===== src/motion_pkg.sv =====
package motion_pkg;

    // ======================================================================
    // Sensor sample encoding
    // ======================================================================

    // One yaw or angular-rate reading, two's complement sensor units
    typedef logic signed [15:0] sample_t;

    // Hand select, right hand is sensor 1
    typedef logic [0:0] hand_t;

    localparam hand_t HAND_RIGHT = 1'b0;  // Sensor 1
    localparam hand_t HAND_LEFT  = 1'b1;  // Sensor 2

    localparam int HAND_COUNT = 2;  // Per-hand state arrays

    // ======================================================================
    // Strike detection defaults
    // ======================================================================

    // Magnitude of the downward rate that counts as a strike
    localparam sample_t DEF_STRIKE_RATE = 16'sd2000;

    // Magnitude below which the stick is considered lifted again
    // Must stay smaller than the strike level or strikes retrigger
    localparam sample_t DEF_REARM_RATE = 16'sd500;

endpackage


===== src/drum_pkg.sv =====
package drum_pkg;

    // ======================================================================
    // Drum codes
    // ======================================================================

    typedef logic [3:0] drum_code_t;

    localparam drum_code_t DRUM_KICK  = 4'd0;  // Pedal button
    localparam drum_code_t DRUM_SNARE = 4'd1;  // Centre sector
    localparam drum_code_t DRUM_HIHAT = 4'd2;  // Yaw above the centre sector
    localparam drum_code_t DRUM_TOM   = 4'd3;  // Yaw below the centre sector

    // Half-width of the snare sector around the calibrated centre
    localparam int DEF_ZONE_EDGE = 2048;

    // ======================================================================
    // MCU byte layout
    // ======================================================================

    // Bit 7 hand, bits 6..4 zero, bits 3..0 drum code
    typedef logic [7:0] mcu_byte_t;

    // Builds the byte handed to the MCU
    function automatic mcu_byte_t pack_mcu_byte(input logic hand,
                                                input drum_code_t code);
        mcu_byte_t b;
        b = {hand, 3'b000, code};
        return b;
    endfunction

endpackage


===== src/motion_if.sv =====
`timescale 1ns/1ps

// One merged motion sample, right or left hand
interface motion_if;
    import motion_pkg::*;

    logic    valid;  // One-cycle strobe
    hand_t   hand;   // Source hand, meaningful with valid
    sample_t yaw;    // Absolute heading
    sample_t rate;   // Downward angular rate, negative when striking

    // Merge stage drives the sample
    modport src (
        output valid, hand, yaw, rate
    );

    // Strike stage consumes it
    modport dst (
        input valid, hand, yaw, rate
    );

endinterface


===== src/reset_sequencer.sv =====
`timescale 1ns/1ps

module reset_sequencer #(
    parameter int SENSOR_DELAY     = 300_000,   // Cycles to sensor release
    parameter int CONTROLLER_DELAY = 6_000_000  // Cycles to pipeline release
) (
    input  logic clk,
    input  logic fpga_rst_n,
    output logic bno085_rst_n,
    output logic rst_n
);

    localparam int CNT_W = $clog2(CONTROLLER_DELAY + 1);

    // Compare one early since the outputs are registered
    localparam logic [CNT_W-1:0] SENSOR_LAST = CNT_W'(SENSOR_DELAY - 1);
    localparam logic [CNT_W-1:0] CTRL_LAST   = CNT_W'(CONTROLLER_DELAY - 1);
    localparam logic [CNT_W-1:0] CNT_MAX     = CNT_W'(CONTROLLER_DELAY);

    logic [CNT_W-1:0] cnt;  // Cycles since fpga_rst_n released

    always_ff @(posedge clk or negedge fpga_rst_n) begin
        if (!fpga_rst_n) begin
            cnt          <= '0;
            bno085_rst_n <= 1'b0;
            rst_n        <= 1'b0;
        end else begin
            if (cnt < CNT_MAX) begin
                cnt <= cnt + 1'b1;  // Saturates, holds at the last delay
            end
            bno085_rst_n <= (cnt >= SENSOR_LAST);
            rst_n        <= (cnt >= CTRL_LAST);
        end
    end

endmodule


===== src/button_debouncer.sv =====
`timescale 1ns/1ps

module button_debouncer #(
    parameter int DEBOUNCE_CYCLES = 150_000  // Stable cycles before a change is accepted
) (
    input  logic clk,
    input  logic rst_n,
    input  logic btn_n,    // Raw button, low when pressed
    output logic pressed   // One-cycle pulse on press
);

    localparam int CNT_W = $clog2(DEBOUNCE_CYCLES + 1);
    localparam logic [CNT_W-1:0] CNT_LAST = CNT_W'(DEBOUNCE_CYCLES - 1);

    logic [1:0]       sync_n;     // Two-flop synchroniser, active low
    logic             level;      // Synchronised level, high = pressed
    logic             state;      // Debounced level, high = pressed
    logic [CNT_W-1:0] stable_cnt;

    assign level = ~sync_n[1];

    always_ff @(posedge clk or negedge rst_n) begin
        if (!rst_n) begin
            sync_n     <= 2'b11;  // Released
            state      <= 1'b0;
            stable_cnt <= '0;
            pressed    <= 1'b0;
        end else begin
            sync_n  <= {sync_n[0], btn_n};
            pressed <= 1'b0;
            if (level == state) begin
                stable_cnt <= '0;  // Glitch ended, start over
            end else if (stable_cnt == CNT_LAST) begin
                stable_cnt <= '0;
                state      <= level;
                pressed    <= level;  // Only released -> pressed pulses
            end else begin
                stable_cnt <= stable_cnt + 1'b1;
            end
        end
    end

endmodule


===== src/hand_sample_merge.sv =====
`timescale 1ns/1ps

module hand_sample_merge (
    input  logic                 clk,
    input  logic                 rst_n,
    input  logic                 right_valid,
    input  motion_pkg::sample_t  right_yaw,
    input  motion_pkg::sample_t  right_rate,
    input  logic                 left_valid,
    input  motion_pkg::sample_t  left_yaw,
    input  motion_pkg::sample_t  left_rate,
    motion_if.src                motion
);
    import motion_pkg::*;

    // Holding registers, one sample deep per hand
    sample_t r_yaw, r_rate, l_yaw, l_rate;
    logic    r_full, l_full;
    hand_t   last_grant;  // Hand sent most recently

    // Candidates, a fresh sample wins over the buffered one
    sample_t r_yaw_c, r_rate_c, l_yaw_c, l_rate_c;
    logic    r_avail, l_avail;
    logic    grant_left;

    assign r_avail  = right_valid | r_full;
    assign l_avail  = left_valid  | l_full;
    assign r_yaw_c  = right_valid ? right_yaw  : r_yaw;
    assign r_rate_c = right_valid ? right_rate : r_rate;
    assign l_yaw_c  = left_valid  ? left_yaw   : l_yaw;
    assign l_rate_c = left_valid  ? left_rate  : l_rate;

    // Alternate when both wait, otherwise take whichever is there
    assign grant_left = l_avail && (!r_avail || (last_grant == HAND_RIGHT));

    always_ff @(posedge clk or negedge rst_n) begin
        if (!rst_n) begin
            r_full       <= 1'b0;
            l_full       <= 1'b0;
            last_grant   <= HAND_LEFT;  // Right goes first on a tie
            motion.valid <= 1'b0;
        end else begin
            motion.valid <= r_avail | l_avail;
            if (r_avail | l_avail) begin
                last_grant <= grant_left ? HAND_LEFT : HAND_RIGHT;
            end
            // Granted hand is consumed, the other keeps or refreshes its buffer
            r_full <= grant_left ? r_avail : 1'b0;
            l_full <= grant_left ? 1'b0 : l_avail;
        end
    end

    // Payload path
    always_ff @(posedge clk) begin
        r_yaw  <= r_yaw_c;
        r_rate <= r_rate_c;
        l_yaw  <= l_yaw_c;
        l_rate <= l_rate_c;
        motion.hand <= grant_left ? HAND_LEFT : HAND_RIGHT;
        motion.yaw  <= grant_left ? l_yaw_c  : r_yaw_c;
        motion.rate <= grant_left ? l_rate_c : r_rate_c;
    end

endmodule


===== src/strike_detector.sv =====
`timescale 1ns/1ps

module strike_detector #(
    parameter motion_pkg::sample_t STRIKE_RATE = motion_pkg::DEF_STRIKE_RATE,
    parameter motion_pkg::sample_t REARM_RATE  = motion_pkg::DEF_REARM_RATE
) (
    input  logic                 clk,
    input  logic                 rst_n,
    motion_if.dst                motion,
    input  logic                 calibrate,     // Debounced calibrate pulse
    output logic                 strike_valid,
    output motion_pkg::hand_t    strike_hand,
    output motion_pkg::sample_t  strike_yaw     // Yaw relative to calibrated centre
);
    import motion_pkg::*;

    // Downward rate is negative, thresholds are mirrored
    localparam sample_t STRIKE_LEVEL = -STRIKE_RATE;
    localparam sample_t REARM_LEVEL  = -REARM_RATE;

    logic [HAND_COUNT-1:0] armed;     // Ready for the next strike
    logic [HAND_COUNT-1:0] cal_pend;  // Next sample becomes the centre
    sample_t               offset [HAND_COUNT];

    logic    hit;   // Strike on the current sample
    sample_t rel_yaw;

    // ======================================================================
    // Per-hand decision on the incoming sample
    // ======================================================================

    assign hit     = motion.valid && !cal_pend[motion.hand] && armed[motion.hand]
                     && (motion.rate <= STRIKE_LEVEL);
    assign rel_yaw = motion.yaw - offset[motion.hand];  // Wraps at 16 bits

    always_ff @(posedge clk or negedge rst_n) begin
        if (!rst_n) begin
            armed        <= '1;
            cal_pend     <= '0;
            offset[0]    <= '0;
            offset[1]    <= '0;
            strike_valid <= 1'b0;
            strike_hand  <= HAND_RIGHT;
            strike_yaw   <= '0;
        end else begin
            strike_valid <= hit;
            if (motion.valid) begin
                if (cal_pend[motion.hand]) begin
                    offset[motion.hand]   <= motion.yaw;  // Calibration sample, never strikes
                    cal_pend[motion.hand] <= 1'b0;
                end else if (hit) begin
                    armed[motion.hand] <= 1'b0;
                    strike_hand        <= motion.hand;
                    strike_yaw         <= rel_yaw;
                end else if (motion.rate >= REARM_LEVEL) begin
                    armed[motion.hand] <= 1'b1;  // Stick lifted
                end
            end
            if (calibrate) begin
                cal_pend <= '1;  // Both hands recentre
            end
        end
    end

endmodule


===== src/drum_classifier.sv =====
`timescale 1ns/1ps

module drum_classifier #(
    parameter motion_pkg::sample_t ZONE_EDGE = motion_pkg::sample_t'(drum_pkg::DEF_ZONE_EDGE)
) (
    input  logic                 clk,
    input  logic                 rst_n,
    input  logic                 strike_valid,
    input  motion_pkg::hand_t    strike_hand,
    input  motion_pkg::sample_t  strike_yaw,
    input  logic                 kick,          // Debounced pedal pulse
    output logic                 event_valid,
    output motion_pkg::hand_t    event_hand,
    output drum_pkg::drum_code_t event_code
);
    import motion_pkg::*;
    import drum_pkg::*;

    localparam sample_t ZONE_LOW = -ZONE_EDGE;

    logic       kick_pend;  // Kick deferred behind a strike
    drum_code_t zone_code;

    // Sector lookup on relative yaw
    always_comb begin
        if (strike_yaw > ZONE_EDGE) begin
            zone_code = DRUM_HIHAT;
        end else if (strike_yaw < ZONE_LOW) begin
            zone_code = DRUM_TOM;
        end else begin
            zone_code = DRUM_SNARE;  // Edges inclusive
        end
    end

    always_ff @(posedge clk or negedge rst_n) begin
        if (!rst_n) begin
            event_valid <= 1'b0;
            event_hand  <= HAND_RIGHT;
            event_code  <= DRUM_KICK;
            kick_pend   <= 1'b0;
        end else begin
            event_valid <= strike_valid | kick | kick_pend;
            if (strike_valid) begin
                event_hand <= strike_hand;
                event_code <= zone_code;
                kick_pend  <= kick_pend | kick;  // Strike has the slot
            end else if (kick || kick_pend) begin
                event_hand <= HAND_RIGHT;  // Pedal reported as right hand
                event_code <= DRUM_KICK;
                kick_pend  <= 1'b0;
            end
        end
    end

endmodule


===== src/mcu_spi_slave.sv =====
`timescale 1ns/1ps

module mcu_spi_slave (
    input  logic                 clk,
    input  logic                 rst_n,
    input  logic                 event_valid,
    input  motion_pkg::hand_t    event_hand,
    input  drum_pkg::drum_code_t event_code,
    input  logic                 mcu_sck,    // MCU samples on rising edge
    input  logic                 mcu_load,   // High for the whole byte
    output logic                 mcu_sdo,
    output logic                 mcu_done    // Event waiting for the MCU
);
    import drum_pkg::*;

    // Two synchroniser flops plus one for edge detect
    logic [2:0] sck_sync;
    logic [2:0] load_sync;
    logic       sck_fall, load_rise, load_fall, load_level;

    logic       pending;
    mcu_byte_t  tx_byte;   // Latched event
    logic [2:0] bit_idx;   // Bit on mcu_sdo, MSB first

    assign sck_fall   =  sck_sync[2]  & ~sck_sync[1];
    assign load_rise  = ~load_sync[2] &  load_sync[1];
    assign load_fall  =  load_sync[2] & ~load_sync[1];
    assign load_level =  load_sync[2];  // Lines up with bit_idx reset

    assign mcu_done = pending;
    assign mcu_sdo  = load_level & tx_byte[bit_idx];

    always_ff @(posedge clk or negedge rst_n) begin
        if (!rst_n) begin
            sck_sync  <= '0;
            load_sync <= '0;
            pending   <= 1'b0;
            bit_idx   <= 3'd7;
            tx_byte   <= '0;  // Keeps mcu_sdo defined before the first event
        end else begin
            sck_sync  <= {sck_sync[1:0], mcu_sck};
            load_sync <= {load_sync[1:0], mcu_load};

            // ==============================================================
            // Event capture, one deep
            // ==============================================================
            if (load_fall) begin
                pending <= 1'b0;  // MCU finished the read
            end else if (event_valid && !pending) begin
                pending <= 1'b1;
                tx_byte <= pack_mcu_byte(event_hand, event_code);
            end
            // Events while pending are dropped

            // ==============================================================
            // Shift position
            // ==============================================================
            if (load_rise) begin
                bit_idx <= 3'd7;
            end else if (load_level && sck_fall) begin
                bit_idx <= bit_idx - 1'b1;
            end
        end
    end

endmodule


===== src/drum_trigger_top.sv =====
`timescale 1ns/1ps

module drum_trigger_top #(
    parameter int SENSOR_DELAY     = 300_000,    // About 100 ms at 3 MHz
    parameter int CONTROLLER_DELAY = 6_000_000,  // About 2 s at 3 MHz
    parameter int DEBOUNCE_CYCLES  = 150_000,
    parameter motion_pkg::sample_t STRIKE_RATE = motion_pkg::DEF_STRIKE_RATE,
    parameter motion_pkg::sample_t REARM_RATE  = motion_pkg::DEF_REARM_RATE,
    parameter motion_pkg::sample_t ZONE_EDGE   =
        motion_pkg::sample_t'(drum_pkg::DEF_ZONE_EDGE)
) (
    input  logic                clk,
    input  logic                fpga_rst_n,
    // Right hand sensor, sensor 1
    input  logic                right_valid,
    input  motion_pkg::sample_t right_yaw,
    input  motion_pkg::sample_t right_rate,
    // Left hand sensor, sensor 2
    input  logic                left_valid,
    input  motion_pkg::sample_t left_yaw,
    input  motion_pkg::sample_t left_rate,
    input  logic                calibrate_btn_n,
    input  logic                kick_btn_n,
    // MCU link
    input  logic                mcu_sck,
    input  logic                mcu_load,
    output logic                mcu_sdo,
    output logic                mcu_done,
    output logic                bno085_rst_n,  // Shared by both sensors
    output logic                led_ready
);
    import motion_pkg::*;
    import drum_pkg::*;

    logic       rst_n;  // Pipeline reset
    logic       calibrate_pulse, kick_pulse;
    logic       strike_valid, event_valid;
    hand_t      strike_hand, event_hand;
    sample_t    strike_yaw;
    drum_code_t event_code;

    motion_if motion ();

    assign led_ready = rst_n;  // Lit once the pipeline runs

    reset_sequencer #(.SENSOR_DELAY(SENSOR_DELAY), .CONTROLLER_DELAY(CONTROLLER_DELAY))
        u_reset_sequencer (.clk(clk), .fpga_rst_n(fpga_rst_n),
                           .bno085_rst_n(bno085_rst_n), .rst_n(rst_n));

    button_debouncer #(.DEBOUNCE_CYCLES(DEBOUNCE_CYCLES)) u_calibrate_debouncer (
        .clk(clk), .rst_n(rst_n), .btn_n(calibrate_btn_n), .pressed(calibrate_pulse));

    button_debouncer #(.DEBOUNCE_CYCLES(DEBOUNCE_CYCLES)) u_kick_debouncer (
        .clk(clk), .rst_n(rst_n), .btn_n(kick_btn_n), .pressed(kick_pulse));

    // ======================================================================
    // Motion pipeline
    // ======================================================================

    hand_sample_merge u_hand_sample_merge (
        .clk(clk), .rst_n(rst_n),
        .right_valid(right_valid), .right_yaw(right_yaw), .right_rate(right_rate),
        .left_valid(left_valid), .left_yaw(left_yaw), .left_rate(left_rate),
        .motion(motion.src));

    strike_detector #(.STRIKE_RATE(STRIKE_RATE), .REARM_RATE(REARM_RATE)) u_strike_detector (
        .clk(clk), .rst_n(rst_n), .motion(motion.dst), .calibrate(calibrate_pulse),
        .strike_valid(strike_valid), .strike_hand(strike_hand), .strike_yaw(strike_yaw));

    drum_classifier #(.ZONE_EDGE(ZONE_EDGE)) u_drum_classifier (
        .clk(clk), .rst_n(rst_n),
        .strike_valid(strike_valid), .strike_hand(strike_hand), .strike_yaw(strike_yaw),
        .kick(kick_pulse),
        .event_valid(event_valid), .event_hand(event_hand), .event_code(event_code));

    mcu_spi_slave u_mcu_spi_slave (
        .clk(clk), .rst_n(rst_n),
        .event_valid(event_valid), .event_hand(event_hand), .event_code(event_code),
        .mcu_sck(mcu_sck), .mcu_load(mcu_load), .mcu_sdo(mcu_sdo), .mcu_done(mcu_done));

endmodule


===== config.mk =====
export PLATFORM = sky130hd
export DESIGN_NAME = drum_trigger_top
export DESIGN_NICKNAME = d
export VERILOG_FILES = /design/src/motion_pkg.sv /design/src/drum_pkg.sv /design/src/motion_if.sv /design/src/reset_sequencer.sv /design/src/button_debouncer.sv /design/src/hand_sample_merge.sv /design/src/strike_detector.sv /design/src/drum_classifier.sv /design/src/mcu_spi_slave.sv /design/src/drum_trigger_top.sv
export SDC_FILE = /design/constraint.sdc
export NUM_CORES = 1
export LEC_CHECK = 0
export ABC_AREA = 1
export BUFFER_PORTS_ARGS = -buffer_cell sky130_fd_sc_hd__buf_2
export CORE_ASPECT_RATIO = 1.4
export CORE_MARGIN = 2
export CORE_UTILIZATION = 63
export CTS_CLUSTER_DIAMETER = 30
export CTS_CLUSTER_SIZE = 25
export DETAILED_ROUTE_END_ITERATION = 10
export GPL_TIMING_DRIVEN = 1
export HOLD_SLACK_MARGIN = 0.03
export PLACE_DENSITY = 0.83
export RECOVER_POWER = 25
export REMOVE_ABC_BUFFERS = 1
export SKIP_LAST_GASP = 1
export SYNTH_ARGS = -nofsm -noshare
export SYNTH_HDL_FRONTEND = slang
export SYNTH_SLANG_ARGS = --single-unit

===== constraint.sdc =====
create_clock -name clk -period 10.88 [get_ports clk]
set_input_delay 0 -clock clk [delete_from_list [all_inputs] [get_ports clk]]
set_output_delay 0 -clock clk [all_outputs]
set_load 0.01 [all_outputs]

==> reports/results.tsv, run 1 <==
stage	metric	value	unit
detailed_routing	met1Wirelength	10200	µm
sta	rsz0062_at_grt	no	
global_routing	antenna_found_initial	1	
clock_tree	cts_buffers	38	
detailed_routing	wl_per_cell	15.2	µm
critical_path	crit_path_start	u_reset_sequencer.rst_n	
power_and_ir_drop	switchingPower	1170	µW
critical_path	cp-start-kind	flop	
synth	ys_ff_latch	242	
critical_path	crit_fanout	69	
clock_tree	clockBufferDepth	3	
sta	relSlewSlack	-0.413	
power_and_ir_drop	comb_power_share	0.284	
floorplanning	initial_core_util	0.647	
detailed_routing	ant_nets	0	
cells_and_area	drive_gt1_frac	0.138	
cells_and_area	layout_common_cells	nand2_1, nor2_1, inv_1	
detailed_routing	route.met2.wl	14900	µm
global_routing	grt_pass1_vias	9915	
place	portBuffers	75	
clock_tree	cts.htree.levels	2	
synth	syn_area_per_cell	8.14	µm²
critical_path	cp_slowest_stage_delay	1.74	ns
floorplanning	die-area	19000	µm²
sta	setup_tns	0	ns
critical_path	reg2reg_slack	8.07	ns
synth	syn_inst	1383	
power_and_ir_drop	internal_power	2170	µW
detailed_routing	routed_wl	27400	µm
floorplanning	core-area	17400	µm²
critical_path	cp_slowest_cell	dfrtp_1	
detailed_routing	via_per_inst	5.43	
sta	max_freq	0.294	GHz
cells_and_area	finalInstanceArea	13700	µm²
floorplanning	die_height	162	µm
critical_path	critPathBufInv	2	
floorplanning	chipWidth	117	µm
cells_and_area	syn2layout_area_growth	21.8	%
sta	fin_crit	3.41	ns
sta	final-hold-violation-count	0	
floorplanning	rows	57	
detailed_routing	vias	9778	
synth	async_reset_ff_frac	0.599	
cells_and_area	mostFrequentLayoutCell	nand2_1	
synth	synth.distinct_cells	44	
synth	synth-edff-count	0	
clock_tree	insertion_delay	0.53	ns
critical_path	cp_num_cells	2	
clock_tree	tritoncts	done	
detailed_routing	wl_met3	1050	µm
critical_path	crit_family	flip-flops	
power_and_ir_drop	p_clk_frac	0.353	
place	placed_area	11800	µm²
synth	ys.flop_type	dfrtp_1	
clock_tree	clock-sinks	242	
job	maxCapViolations	1	
synth	syn-cell-area	11300	µm²
detailed_routing	drt_iter0_markers	635	
global_routing	grt_max_degree	70	
sta	setup_viol	0	
clock_tree	clock_tree.root_cell	clkbuf_16	
sta	tightest_slew	2.12	ns
cells_and_area	final_nets	1627	
power_and_ir_drop	leakage	0.00661	µW
place	gp_congestion	0.951	
critical_path	crit_path_cell_trace	buf_4 -> buf_2	
detailed_routing	firstDrtPassIters	5	
global_routing	grt_pass1_wl	45100	µm
outcome	violations	max-capacitance violations, max-slew violations	
critical_path	cp.arrival	3.41	ns
synth	yosysSeqAreaShare	0.496	
power_and_ir_drop	ir_drop	0.210	mV
place	dp_hpwl	16900	µm
critical_path	r2r_cells	9	
critical_path	crit_end	led_ready	
sta	fin_crit_sh	0.313	
detailed_routing	maxUsedRoutingLayer	met4	
critical_path	criticalPathCategory	flop to primary output	
detailed_routing	drc_errors	0	
sta	finalClockSkew	0.0330	ns
cells_and_area	fin_util	0.788	
power_and_ir_drop	p_per_area	244	nW/µm²
critical_path	crit_required	10.88	ns
outcome	status	finished with violations	
clock_tree	clkSlewWorstSetupHoldPaths	0.07	ns
floorplanning	ios	76	
global_routing	grt.total_usage	0.300	
synth	yosys_warnings	0	
power_and_ir_drop	seqPwrFrac	0.363	
sta	drv_slew	54	
min_path	min_path_type	input pin to flop	
global_routing	gr-total-overflow	0	
clock_tree	cts_resized	0	
critical_path	reg2reg_from	u_hand_sample_merge.motion.hand	
critical_path	cp-end-kind	primary output	
power_and_ir_drop	p_sw_frac	0.350	
-- layout make-up --
| type | count | area, µm² |
|---|---|---|
| antenna | 1 | 2.50 |
| inverter | 148 | 561 |
| tap | 236 | 295 |
| clock inverter | 29 | 295 |
| multi-input combinational | 958 | 4910 |
| sequential | 242 | 5580 |
| fill | 1199 | 3690 |
| timing repair buffer | 147 | 1090 |
| clock buffer | 40 | 980 |
-- worst min-delay path: cells and delay by family --
kind          cells  cell delay [ns]
simple gates      2             0.23
buf+inv           1             0.33
-- cell usage after synthesis, types with 5 or more instances --
| library cell | number | area (µm²) |
|---|---|---|
| nand3b_1 | 5 | 37.5 |
| nor4_1 | 5 | 31.3 |
| nand2_1 | 418 | 1570 |
| inv_1 | 140 | 526 |
| mux2i_1 | 14 | 140 |
| inv_2 | 5 | 18.8 |
| nor2_1 | 160 | 601 |
| dfxtp_1 | 97 | 1940 |
| o21ai_0 | 56 | 280 |
| mux2_2 | 33 | 372 |
| dfrtp_1 | 135 | 3380 |
| nor3_1 | 20 | 100 |
| o21ai_1 | 5 | 25.0 |
| a21oi_1 | 16 | 80.1 |
| clkbuf_1 | 13 | 48.8 |
| o21ai_2 | 10 | 87.6 |
| buf_4 | 5 | 37.5 |
| buf_2 | 13 | 65.1 |
| ha_1 | 19 | 238 |
| dfstp_2 | 10 | 263 |
| xor2_1 | 30 | 263 |
| nor2_2 | 5 | 31.3 |
| xnor2_1 | 14 | 123 |
| nand4_1 | 26 | 163 |
| a31oi_1 | 32 | 200 |
| nand3_1 | 65 | 325 |
-- kinds of logic after synthesis --
logic type               synth area share
AND/OR/NAND/NOR                     0.272
flip-flops                          0.496
buffers and inverters              0.0680
AO/OA/AOI/OAI                      0.0618
multiplexers                       0.0455
XOR/XNOR                           0.0342
adder cells (fa/ha/maj)            0.0229
-- stage by stage --
stage | total power (µW) | setup WS, ns | hold WS (ns) | cells
floorplan | 1890 | 7.16 | -0.296 | 1348
global placement | 2090 | 8.27 | 0.0422 | 1662
detailed placement | 2130 | 8.15 | 0.0369 | 1662
CTS | 3340 | 8.04 | 0.0378 | 1800
global route | 3560 | 6.90 | 0.124 | 1801
finish | 3340 | 7.47 | 0.0900 | 1801
-- registers in the layout, indices dropped and copies added (netlist names), 18 cells and up, named ones only --
name and count:
u_kick_debouncer.stable_cnt 18, u_strike_detector.offset 32, u_reset_sequencer.cnt 23, u_calibrate_debouncer.stable_cnt 18
-- metal layers --
metal,GRT usage,vias up
met5,0,-
met4,0.168,0
met3,0.0519,106
met2,0.549,292
met1,0.316,4642
li1,-,4738
-- power groups by stage --
stage,sequential [µW],clock (µW),combinational (µW)
3_5_place_dp,1220,0,903
2_1_floorplan,1190,0,702
5_1_grt,1230,1240,1080
3_3_place_gp,1220,0,871
4_1_cts,1210,1190,940
6_report,1210,1180,948
-- how the worst min path moves through the flow --
stage | startpoint | end | slack [ns] | cells after the start
after detailed placement | fpga_rst_n | u_reset_sequencer.cnt[1] | 0.04 | 1
after CTS | fpga_rst_n | u_reset_sequencer.cnt[1] | 0.04 | 2
after floorplan | fpga_rst_n | u_reset_sequencer.bno085_rst_n | -0.30 | 0
final | left_valid | u_hand_sample_merge.l_rate[8] | 0.09 | 3
after global placement | fpga_rst_n | u_reset_sequencer.cnt[2] | 0.04 | 1
after global routing | left_valid | u_hand_sample_merge.l_rate[10] | 0.12 | 3
-- what timing repair did --
action,CTS,global route
buffers inserted,0,0
setup endpoints to repair,0,0
hold buffers,69,0
endpoints found under the hold margin,125,0
Note: power is estimated with default switching activity, not from simulation.
==> run 2, diff against run 1 <==
--- a/config.mk
+++ b/config.mk
@@ -5,17 +5,17 @@
 export SDC_FILE = /design/constraint.sdc
 export NUM_CORES = 1
 export LEC_CHECK = 0
-export ABC_AREA = 1
+export ABC_AREA = 0
 export BUFFER_PORTS_ARGS = -buffer_cell sky130_fd_sc_hd__buf_2
 export CORE_ASPECT_RATIO = 1.4
 export CORE_MARGIN = 2
-export CORE_UTILIZATION = 63
+export CORE_UTILIZATION = 54
 export CTS_CLUSTER_DIAMETER = 30
 export CTS_CLUSTER_SIZE = 25
 export DETAILED_ROUTE_END_ITERATION = 10
 export GPL_TIMING_DRIVEN = 1
 export HOLD_SLACK_MARGIN = 0.03
-export PLACE_DENSITY = 0.83
+export PLACE_DENSITY = 0.76
 export RECOVER_POWER = 25
 export REMOVE_ABC_BUFFERS = 1
 export SKIP_LAST_GASP = 1
==> constraint.sdc (replaced) <==
create_clock -name clk -period 3 [get_ports clk]
set_input_delay 0 -clock clk [delete_from_list [all_inputs] [get_ports clk]]
set_output_delay 0 -clock clk [all_outputs]
set_load 0.01 [all_outputs]
==> run 2 against run 1 <==
  * Cell count shrank 30%
  * Sequential power rose to 3.3 times the previous value
  * Critical endpoint is now u_strike_detector.strike_yaw[13]
  * Critical path type is now flop to flop
  * The run still ends with max-capacitance violations, max-slew violations left
  * Die area up 4.1%
  * Hold slack gained 0.042 ns
  * Clock-buffer cell count grew 2
  * Register-to-register slack lost 7.8 ns
==> reports/results.tsv, run 2 <==
stage	metric	value	unit	change
global_routing	use_met1	0.239		-0.0768
place	portBuffers	75		unchanged
critical_path	crit_required	3.42	ns	-7.46 ns
cells_and_area	syn2layout_area_growth	25.4	%	
clock_tree	cts_buffers	34		-11%
sta	timing.hold.ws	0.132	ns	+0.0422 ns
global_routing	gr-total-overflow	0		unchanged
detailed_routing	via_per_inst	5.25		-3.3%
synth	syn_area_per_cell	12.2	µm²	+50%
cells_and_area	antenna_cells	0		-1
job	maxCapViolations	1		unchanged
clock_tree	post-cts-setup-buffers	0		unchanged
synth	yosysTopAreaCellShare	0.336		+0.0358
place	dp_hpwl	12600	µm	-26%
critical_path	cp-end-kind	flop		
cells_and_area	mostFrequentLayoutCell	dfrtp_1		
power_and_ir_drop	leakage	0.00563	µW	-15%
synth	async_reset_ff_frac	0.599		unchanged
global_routing	grt_pass1_wl	34100	µm	-24%
outcome	violations	max-capacitance violations, max-slew violations		
power_and_ir_drop	p_sw_frac	0.264		-0.0860
power_and_ir_drop	p_per_area	770	nW/µm²	+220%
global_routing	antenna_found_initial	0		-1
power_and_ir_drop	switchingPower	2560	µW	+120%
synth	ys.flop_type	dfrtp_1		
cells_and_area	fin_util	0.683		-0.105
critical_path	cp-start-kind	flop		
sta	drv_slew	35		-35%
synth	yosys.area.top_type	dfrtp_1		
power_and_ir_drop	internal_power	7140	µW	+230%
floorplanning	core-area	18500	µm²	+6.1%
global_routing	grtUsageMet2	0.403		-0.146
clock_tree	clock_tree.root_cell	clkbuf_16		
global_routing	use_met3	0.0385		-0.0134
synth	synth.distinct_cells	63		+43%
sta	final-hold-violation-count	0		unchanged
sta	setup_tns	0	ns	unchanged
synth	syn-cell-area	10100	µm²	-11%
cells_and_area	fill_cells	1301		+8.5%
synth	yosys_warnings	0		unchanged
clock_tree	cts.htree.levels	2		unchanged
clock_tree	clock-sinks	242		unchanged
detailed_routing	vias	6654		-32%
sta	relSlewSlack	-0.397		+0.0159
power_and_ir_drop	ir_drop	0.578	mV	+170%
detailed_routing	drc_errors	0		unchanged
cells_and_area	largest_register	u_strike_detector.offset		
power_and_ir_drop	seqPwrFrac	0.412		+0.049
outcome	status	finished with violations		
floorplanning	ios	76		unchanged
clock_tree	tritoncts	done		
synth	yosysSeqAreaShare	0.555		+0.0591
clock_tree	clockBufferDepth	3		unchanged
floorplanning	rows	59		+3.5%
global_routing	grt_max_degree	42		-40%
synth	synthTopCellsByArea	dfrtp_1, dfxtp_1, mux2_2		
synth	ys_ff_latch	242		unchanged
cells_and_area	largestRegisters	u_strike_detector.offset x32, u_reset_sequencer.cnt x23		
cells_and_area	drive_gt1_frac	0.299		+0.161
floorplanning	initial_core_util	0.545		-0.102
synth	synth-edff-count	0		unchanged
floorplanning	die_height	165	µm	+2.1%
clock_tree	insertion_delay	0.52	ns	about the same
critical_path	criticalPathCategory	flop to flop		
power_and_ir_drop	p_clk_frac	0.410		+0.057
sta	max_freq	0.371	GHz	
detailed_routing	ant_nets	0		unchanged
global_routing	busiest_layer	met2		
critical_path	reg2reg_slack	0.30	ns	-7.77 ns
sta	fin_crit_sh	0.899		
critical_path	crit_fanout	6		-91%
detailed_routing	firstDrtPassIters	4		-1
power_and_ir_drop	comb_power_share	0.179		-0.105
sta	rsz0062_at_grt	no		
cells_and_area	layout_common_cells	dfrtp_1, mux2_2, dfxtp_1		
detailed_routing	routed_wl	20200	µm	-26%
global_routing	grt.total_usage	0.214		-0.0856
sta	tightest_slew	2.10	ns	-0.0239 ns
sta	finalClockSkew	0.0243	ns	-0.00878 ns
cells_and_area	final_nets	1089		-33%
global_routing	grt_pass1_vias	7288		-26%
sta	setup_viol	0		unchanged
synth	synth_common_cells	dfrtp_1, mux2_2, dfxtp_1		
floorplanning	die-area	19700	µm²	+4.1%
clock_tree	clkSlewWorstSetupHoldPaths	0.06	ns	about the same
sta	fin_crit	2.70	ns	
floorplanning	chipWidth	119	µm	+2.0%
synth	yosysMostFrequentCell	dfrtp_1		
min_path	min_path_type	input pin to flop		
synth	syn_inst	824		-40%
detailed_routing	drt_iter0_markers	259		-59%
cells_and_area	largest_register_ff_count	32		unchanged
critical_path	cp.arrival	3.12	ns	-0.29 ns
detailed_routing	wl_per_cell	15.9	µm	+4.6%
place	gp_congestion	0.772		-19%
run 2: path summary, 6_finish.rpt:
| kind | cells after the start | from | endpoint |
|---|---|---|---|
| min | 2 | calibrate_btn_n | u_calibrate_debouncer.sync_n[0] |
| max | 9 | u_hand_sample_merge.motion.hand | u_strike_detector.strike_yaw[13] |
| max in group asynchronous | 1 | u_reset_sequencer.rst_n | u_kick_debouncer.stable_cnt[13] |
| min reg2reg | 0 | u_mcu_spi_slave.load_sync[0] | u_mcu_spi_slave.load_sync[1] |
| max reg2reg | 9 | u_hand_sample_merge.motion.hand | u_strike_detector.strike_yaw[13] |
| min in group asynchronous | 0 | u_reset_sequencer.rst_n | u_calibrate_debouncer.stable_cnt[6] |
run 2: area by class of cell:
cell class,instances,area [µm²],share of cell area
Inverter,17,63.8,0.00506
Sequential cell,242,5580,0.443
Tap cell,244,305,0.0242
Clock inverter,20,216,0.0172
Multi-Input combinational cell,543,4310,0.342
Clock buffer,42,953,0.0756
Timing Repair Buffer,159,1170,0.0931
run 2: power by group through the flow:
stage | Clock, µW | Sequential [µW] | Combinational [µW]
floorplan | 0 | 3990 | 1250
global placement | 0 | 4030 | 1580
finish | 3970 | 4000 | 1730
detailed placement | 0 | 4050 | 1640
global route | 4200 | 4050 | 1900
CTS | 4040 | 4000 | 1730
run 2: cell families after synthesis:
kind of cell	share of synthesized area
DFF	0.555
and+or+nand+nor	0.112
muxes	0.178
AOI/OAI and AO/OA	0.0513
xor gates and xnor gates	0.0610
buffers and inverters	0.0173
adders and majority gates	0.0256
run 2: critical path, stage by stage, from the launching register on:
cell and delay (ns):
dfxtp_1 0.43, buf_4 0.22, mux2i_1 0.09, ha_1 0.35
o21ai_0 0.13, or3b_2 0.45, a31oi_1 0.33, o2111ai_1 0.24
a21o_1 0.22, a31oi_1 0.15
run 2: what timing repair did:
item	in CTS	in global routing
resized for setup	0	0
endpoints found under the hold margin	127	0
hold buffers	72	0
setup endpoints to repair	0	0
run 2: through the flow:
stage / instances / power (µW) / instance area [µm²] / worst slack [ns]
after floorplan: 802 / 5240 / 9950 / -0.715
after global placement: 1133 / 5620 / 10700 / 0.467
after detailed placement: 1133 / 5690 / 10700 / 0.372
after CTS: 1267 / 9770 / 12600 / 0.361
after global routing: 1267 / 10200 / 12600 / 0.144
final: 1267 / 9700 / 12600 / 0.304
run 2: layer usage:
metal,share of wire,vias up
met5,0,-
met3,0.029,43
met1,0.41,3240
met2,0.53,109
met4,0.028,0
li1,-,3262
==> run 3, diff against run 2 <==
--- a/config.mk
+++ b/config.mk
@@ -8,7 +8,6 @@
 export ABC_AREA = 0
 export BUFFER_PORTS_ARGS = -buffer_cell sky130_fd_sc_hd__buf_2
 export CORE_ASPECT_RATIO = 1.4
-export CORE_MARGIN = 2
 export CORE_UTILIZATION = 54
 export CTS_CLUSTER_DIAMETER = 30
 export CTS_CLUSTER_SIZE = 25
==> run 3 against run 2 <==
  * The flow still finishes with violations (max-capacitance violations, max-slew violations)
  * Register-to-register slack improved by 0.13 ns
  * Non-clock buffer count shrank 2
  * Die area fell by 2.9%
  * Maximum frequency up 4.9%
  * Sequential cell count did not move
  * Clock-buffer cell count up 6
  * Global-route usage up 0.87 points
  * Cell area grew 0.75%
  * Clock skew down 0.0059 ns
  * Worst setup slack improved by 0.13 ns
  * Clock power rose by 9.3%
  * Via count rose by 0.42%
  * Critical path type unchanged
  * Largest power group is now clock
==> reports/results.tsv, run 3 (synthesized netlist as in run 2, its figures left out) <==
stage	metric	value	unit	change
power_and_ir_drop	internal_power	7510	µW	+5.2%
clock_tree	cts_buffers	36		+5.9%
sta	relSlewSlack	-0.354		+0.0431
sta	final-hold-violation-count	0		unchanged
floorplanning	chipWidth	117	µm	-1.7%
global_routing	use_met3	0.0422		+0.00379
cells_and_area	largestRegisters	u_strike_detector.offset x32, u_reset_sequencer.cnt x23		
critical_path	cp.arrival	2.96	ns	-0.16 ns
sta	fin_crit	2.57	ns	-0.126 ns
job	maxCapViolations	2		+1
cells_and_area	final_nets	1089		unchanged
power_and_ir_drop	ir_drop	0.695	mV	+20%
cells_and_area	finalInstanceArea	12700	µm²	+0.75%
power_and_ir_drop	p_clk_frac	0.432		+0.022
clock_tree	insertion_delay	0.51	ns	about the same
critical_path	cp-end-kind	flop		
detailed_routing	ant_nets	0		unchanged
clock_tree	clock_tree.root_cell	clkbuf_16		
place	dp_hpwl	12000	µm	-4.3%
critical_path	cp-start-kind	flop		
detailed_routing	routed_wl	20300	µm	+0.69%
place	gp_congestion	0.853		+11%
place	placed_area	10700	µm²	-0.30%
floorplanning	core-area	18100	µm²	-2.1%
sta	fin_crit_sh	0.856		-0.0421
sta	setup_viol	0		unchanged
power_and_ir_drop	comb_power_share	0.171		-0.008
sta	max_freq	0.389	GHz	+4.9%
clock_tree	clkSlewWorstSetupHoldPaths	0.06	ns	about the same
min_path	min_path_type	input pin to flop		
global_routing	grt_pass1_vias	7118		-2.3%
power_and_ir_drop	switchingPower	2530	µW	-1.1%
cells_and_area	finalNonFillerCells	1265		-0.16%
sta	rsz0062_at_grt	no		
power_and_ir_drop	p_sw_frac	0.252		-0.0118
global_routing	antenna_found_initial	1		+1
floorplanning	die-area	19200	µm²	-2.9%
critical_path	criticalPathCategory	flop to flop		
place	dp_cells	1127		-0.53%
floorplanning	rows	58		-1.7%
detailed_routing	vias	6682		+0.42%
global_routing	busiest_layer	met2		
global_routing	grt_pass1_wl	34200	µm	+0.30%
detailed_routing	drt_iter0_markers	209		-19%
outcome	violations	max-capacitance violations, max-slew violations		
global_routing	grtUsageMet2	0.419		+0.0152
clock_tree	cts.htree.levels	2		unchanged
global_routing	grt.total_usage	0.223		+0.00871
global_routing	gr-total-overflow	0		unchanged
floorplanning	initial_core_util	0.557		+0.0116
clock_tree	clockBufferDepth	3		unchanged
outcome	status	finished with violations		
sta	finalClockSkew	0.0184	ns	-0.00590 ns
sta	tightest_slew	2.03	ns	-0.0646 ns
cells_and_area	drive_gt1_frac	0.284		-0.0149
cells_and_area	largest_register_ff_count	32		unchanged
place	portBuffers	75		unchanged
floorplanning	die_height	163	µm	-1.2%
detailed_routing	via_per_inst	5.28		+0.58%
critical_path	crit_fanout	9		+3
cells_and_area	syn2layout_area_growth	26.3	%	
sta	drv_slew	78		+120%
global_routing	grt_max_degree	44		+4.8%
power_and_ir_drop	seqPwrFrac	0.397		-0.015
global_routing	use_met1	0.251		+0.0117
sta	setup_tns	0	ns	unchanged
critical_path	crit_required	3.39	ns	-0.03 ns
detailed_routing	firstDrtPassIters	4		unchanged
floorplanning	ios	76		unchanged
clock_tree	clock-sinks	242		unchanged
power_and_ir_drop	leakage	0.00567	µW	+0.74%
cells_and_area	mostFrequentLayoutCell	dfrtp_1		
cells_and_area	largest_register	u_strike_detector.offset		
detailed_routing	drc_errors	0		unchanged
power_and_ir_drop	p_per_area	791	nW/µm²	+2.7%
clock_tree	tritoncts	done		
detailed_routing	wl_per_cell	16.1	µm	+0.85%
cells_and_area	layout_common_cells	dfrtp_1, mux2_2, dfxtp_1		
## run 3: cell types whose count changed in the layout (fill, tap and decap cells not counted), sizes merged
cell / delta
buf: -4
inv: -5
clkbuf: +8
diode: +1
clkinvlp: -1
bufinv: +3
## run 3: metrics by stage
step | setup WS, ns | util | power (µW) | hold WS (ns)
after global placement | 0.522 | 0.593 | 5620 | 0.0153
after global routing | 0.262 | 0.703 | 10500 | 0.144
after CTS | 0.454 | 0.704 | 10100 | 0.0732
after detailed placement | 0.452 | 0.593 | 5660 | 0.0160
final | 0.431 | 0.703 | 10000 | 0.140
after floorplan | -0.715 | - | 5240 | -0.296
## run 3: worst max-delay path: stages, from the launching register on
cell and delay [ns]:
dfxtp_1 0.33, buf_4 0.21, mux2i_1 0.21, ha_1 0.22, o21ai_0 0.14, or3b_2 0.45
a31oi_1 0.33, o31ai_1 0.16, xnor2_1 0.14, mux2_2 0.26
## run 3: power groups by stage
stage	clock, µW	sequential [µW]	combinational [µW]
5_1_grt	4560	4040	1880
3_5_place_dp	0	4040	1630
2_1_floorplan	0	3990	1250
4_1_cts	4390	3990	1720
3_3_place_gp	0	4020	1590
6_report	4340	3990	1720
## run 3: layer usage
metal | up-vias | part of all wire
met4 | 0 | 0.019
met3 | 36 | 0.033
met2 | 100 | 0.54
met5 | - | 0
met1 | 3287 | 0.41
li1 | 3259 | -
## run 3: area by class of cell
cell class	count	area, µm²
Clock buffer	48	1030
Inverter	17	63.8
Antenna cell	1	2.50
Fill cell	1245	5370
Timing Repair Buffer	157	1160
Tap cell	240	300
Clock inverter	17	256
Sequential cell	242	5580
Multi-Input combinational cell	543	4310
## run 3: timing repair
| action | in CTS | in global routing |
|---|---|---|
| gates resized for setup | 0 | 0 |
| endpoints found under the setup margin | 0 | 0 |
| hold endpoints to repair | 127 | 0 |
| hold buffers | 72 | 0 |
| setup buffers | 0 | 0 |
## run 3: path summary, 6_finish.rpt
kind	slack [ns]	startpoint	cells after the start	to
worst max-delay path	0.43	u_hand_sample_merge.motion.hand	9	u_strike_detector.strike_yaw[15]
worst min-delay path	0.14	calibrate_btn_n	2	u_calibrate_debouncer.sync_n[0]
worst max register to register	0.43	u_hand_sample_merge.motion.hand	9	u_strike_detector.strike_yaw[15]
worst min register to register	0.36	u_mcu_spi_slave.load_sync[0]	0	u_mcu_spi_slave.load_sync[1]
max in group asynchronous	0.93	fpga_rst_n	4	u_reset_sequencer.cnt[13]
min in group asynchronous	0.44	fpga_rst_n	3	u_reset_sequencer.cnt[19]
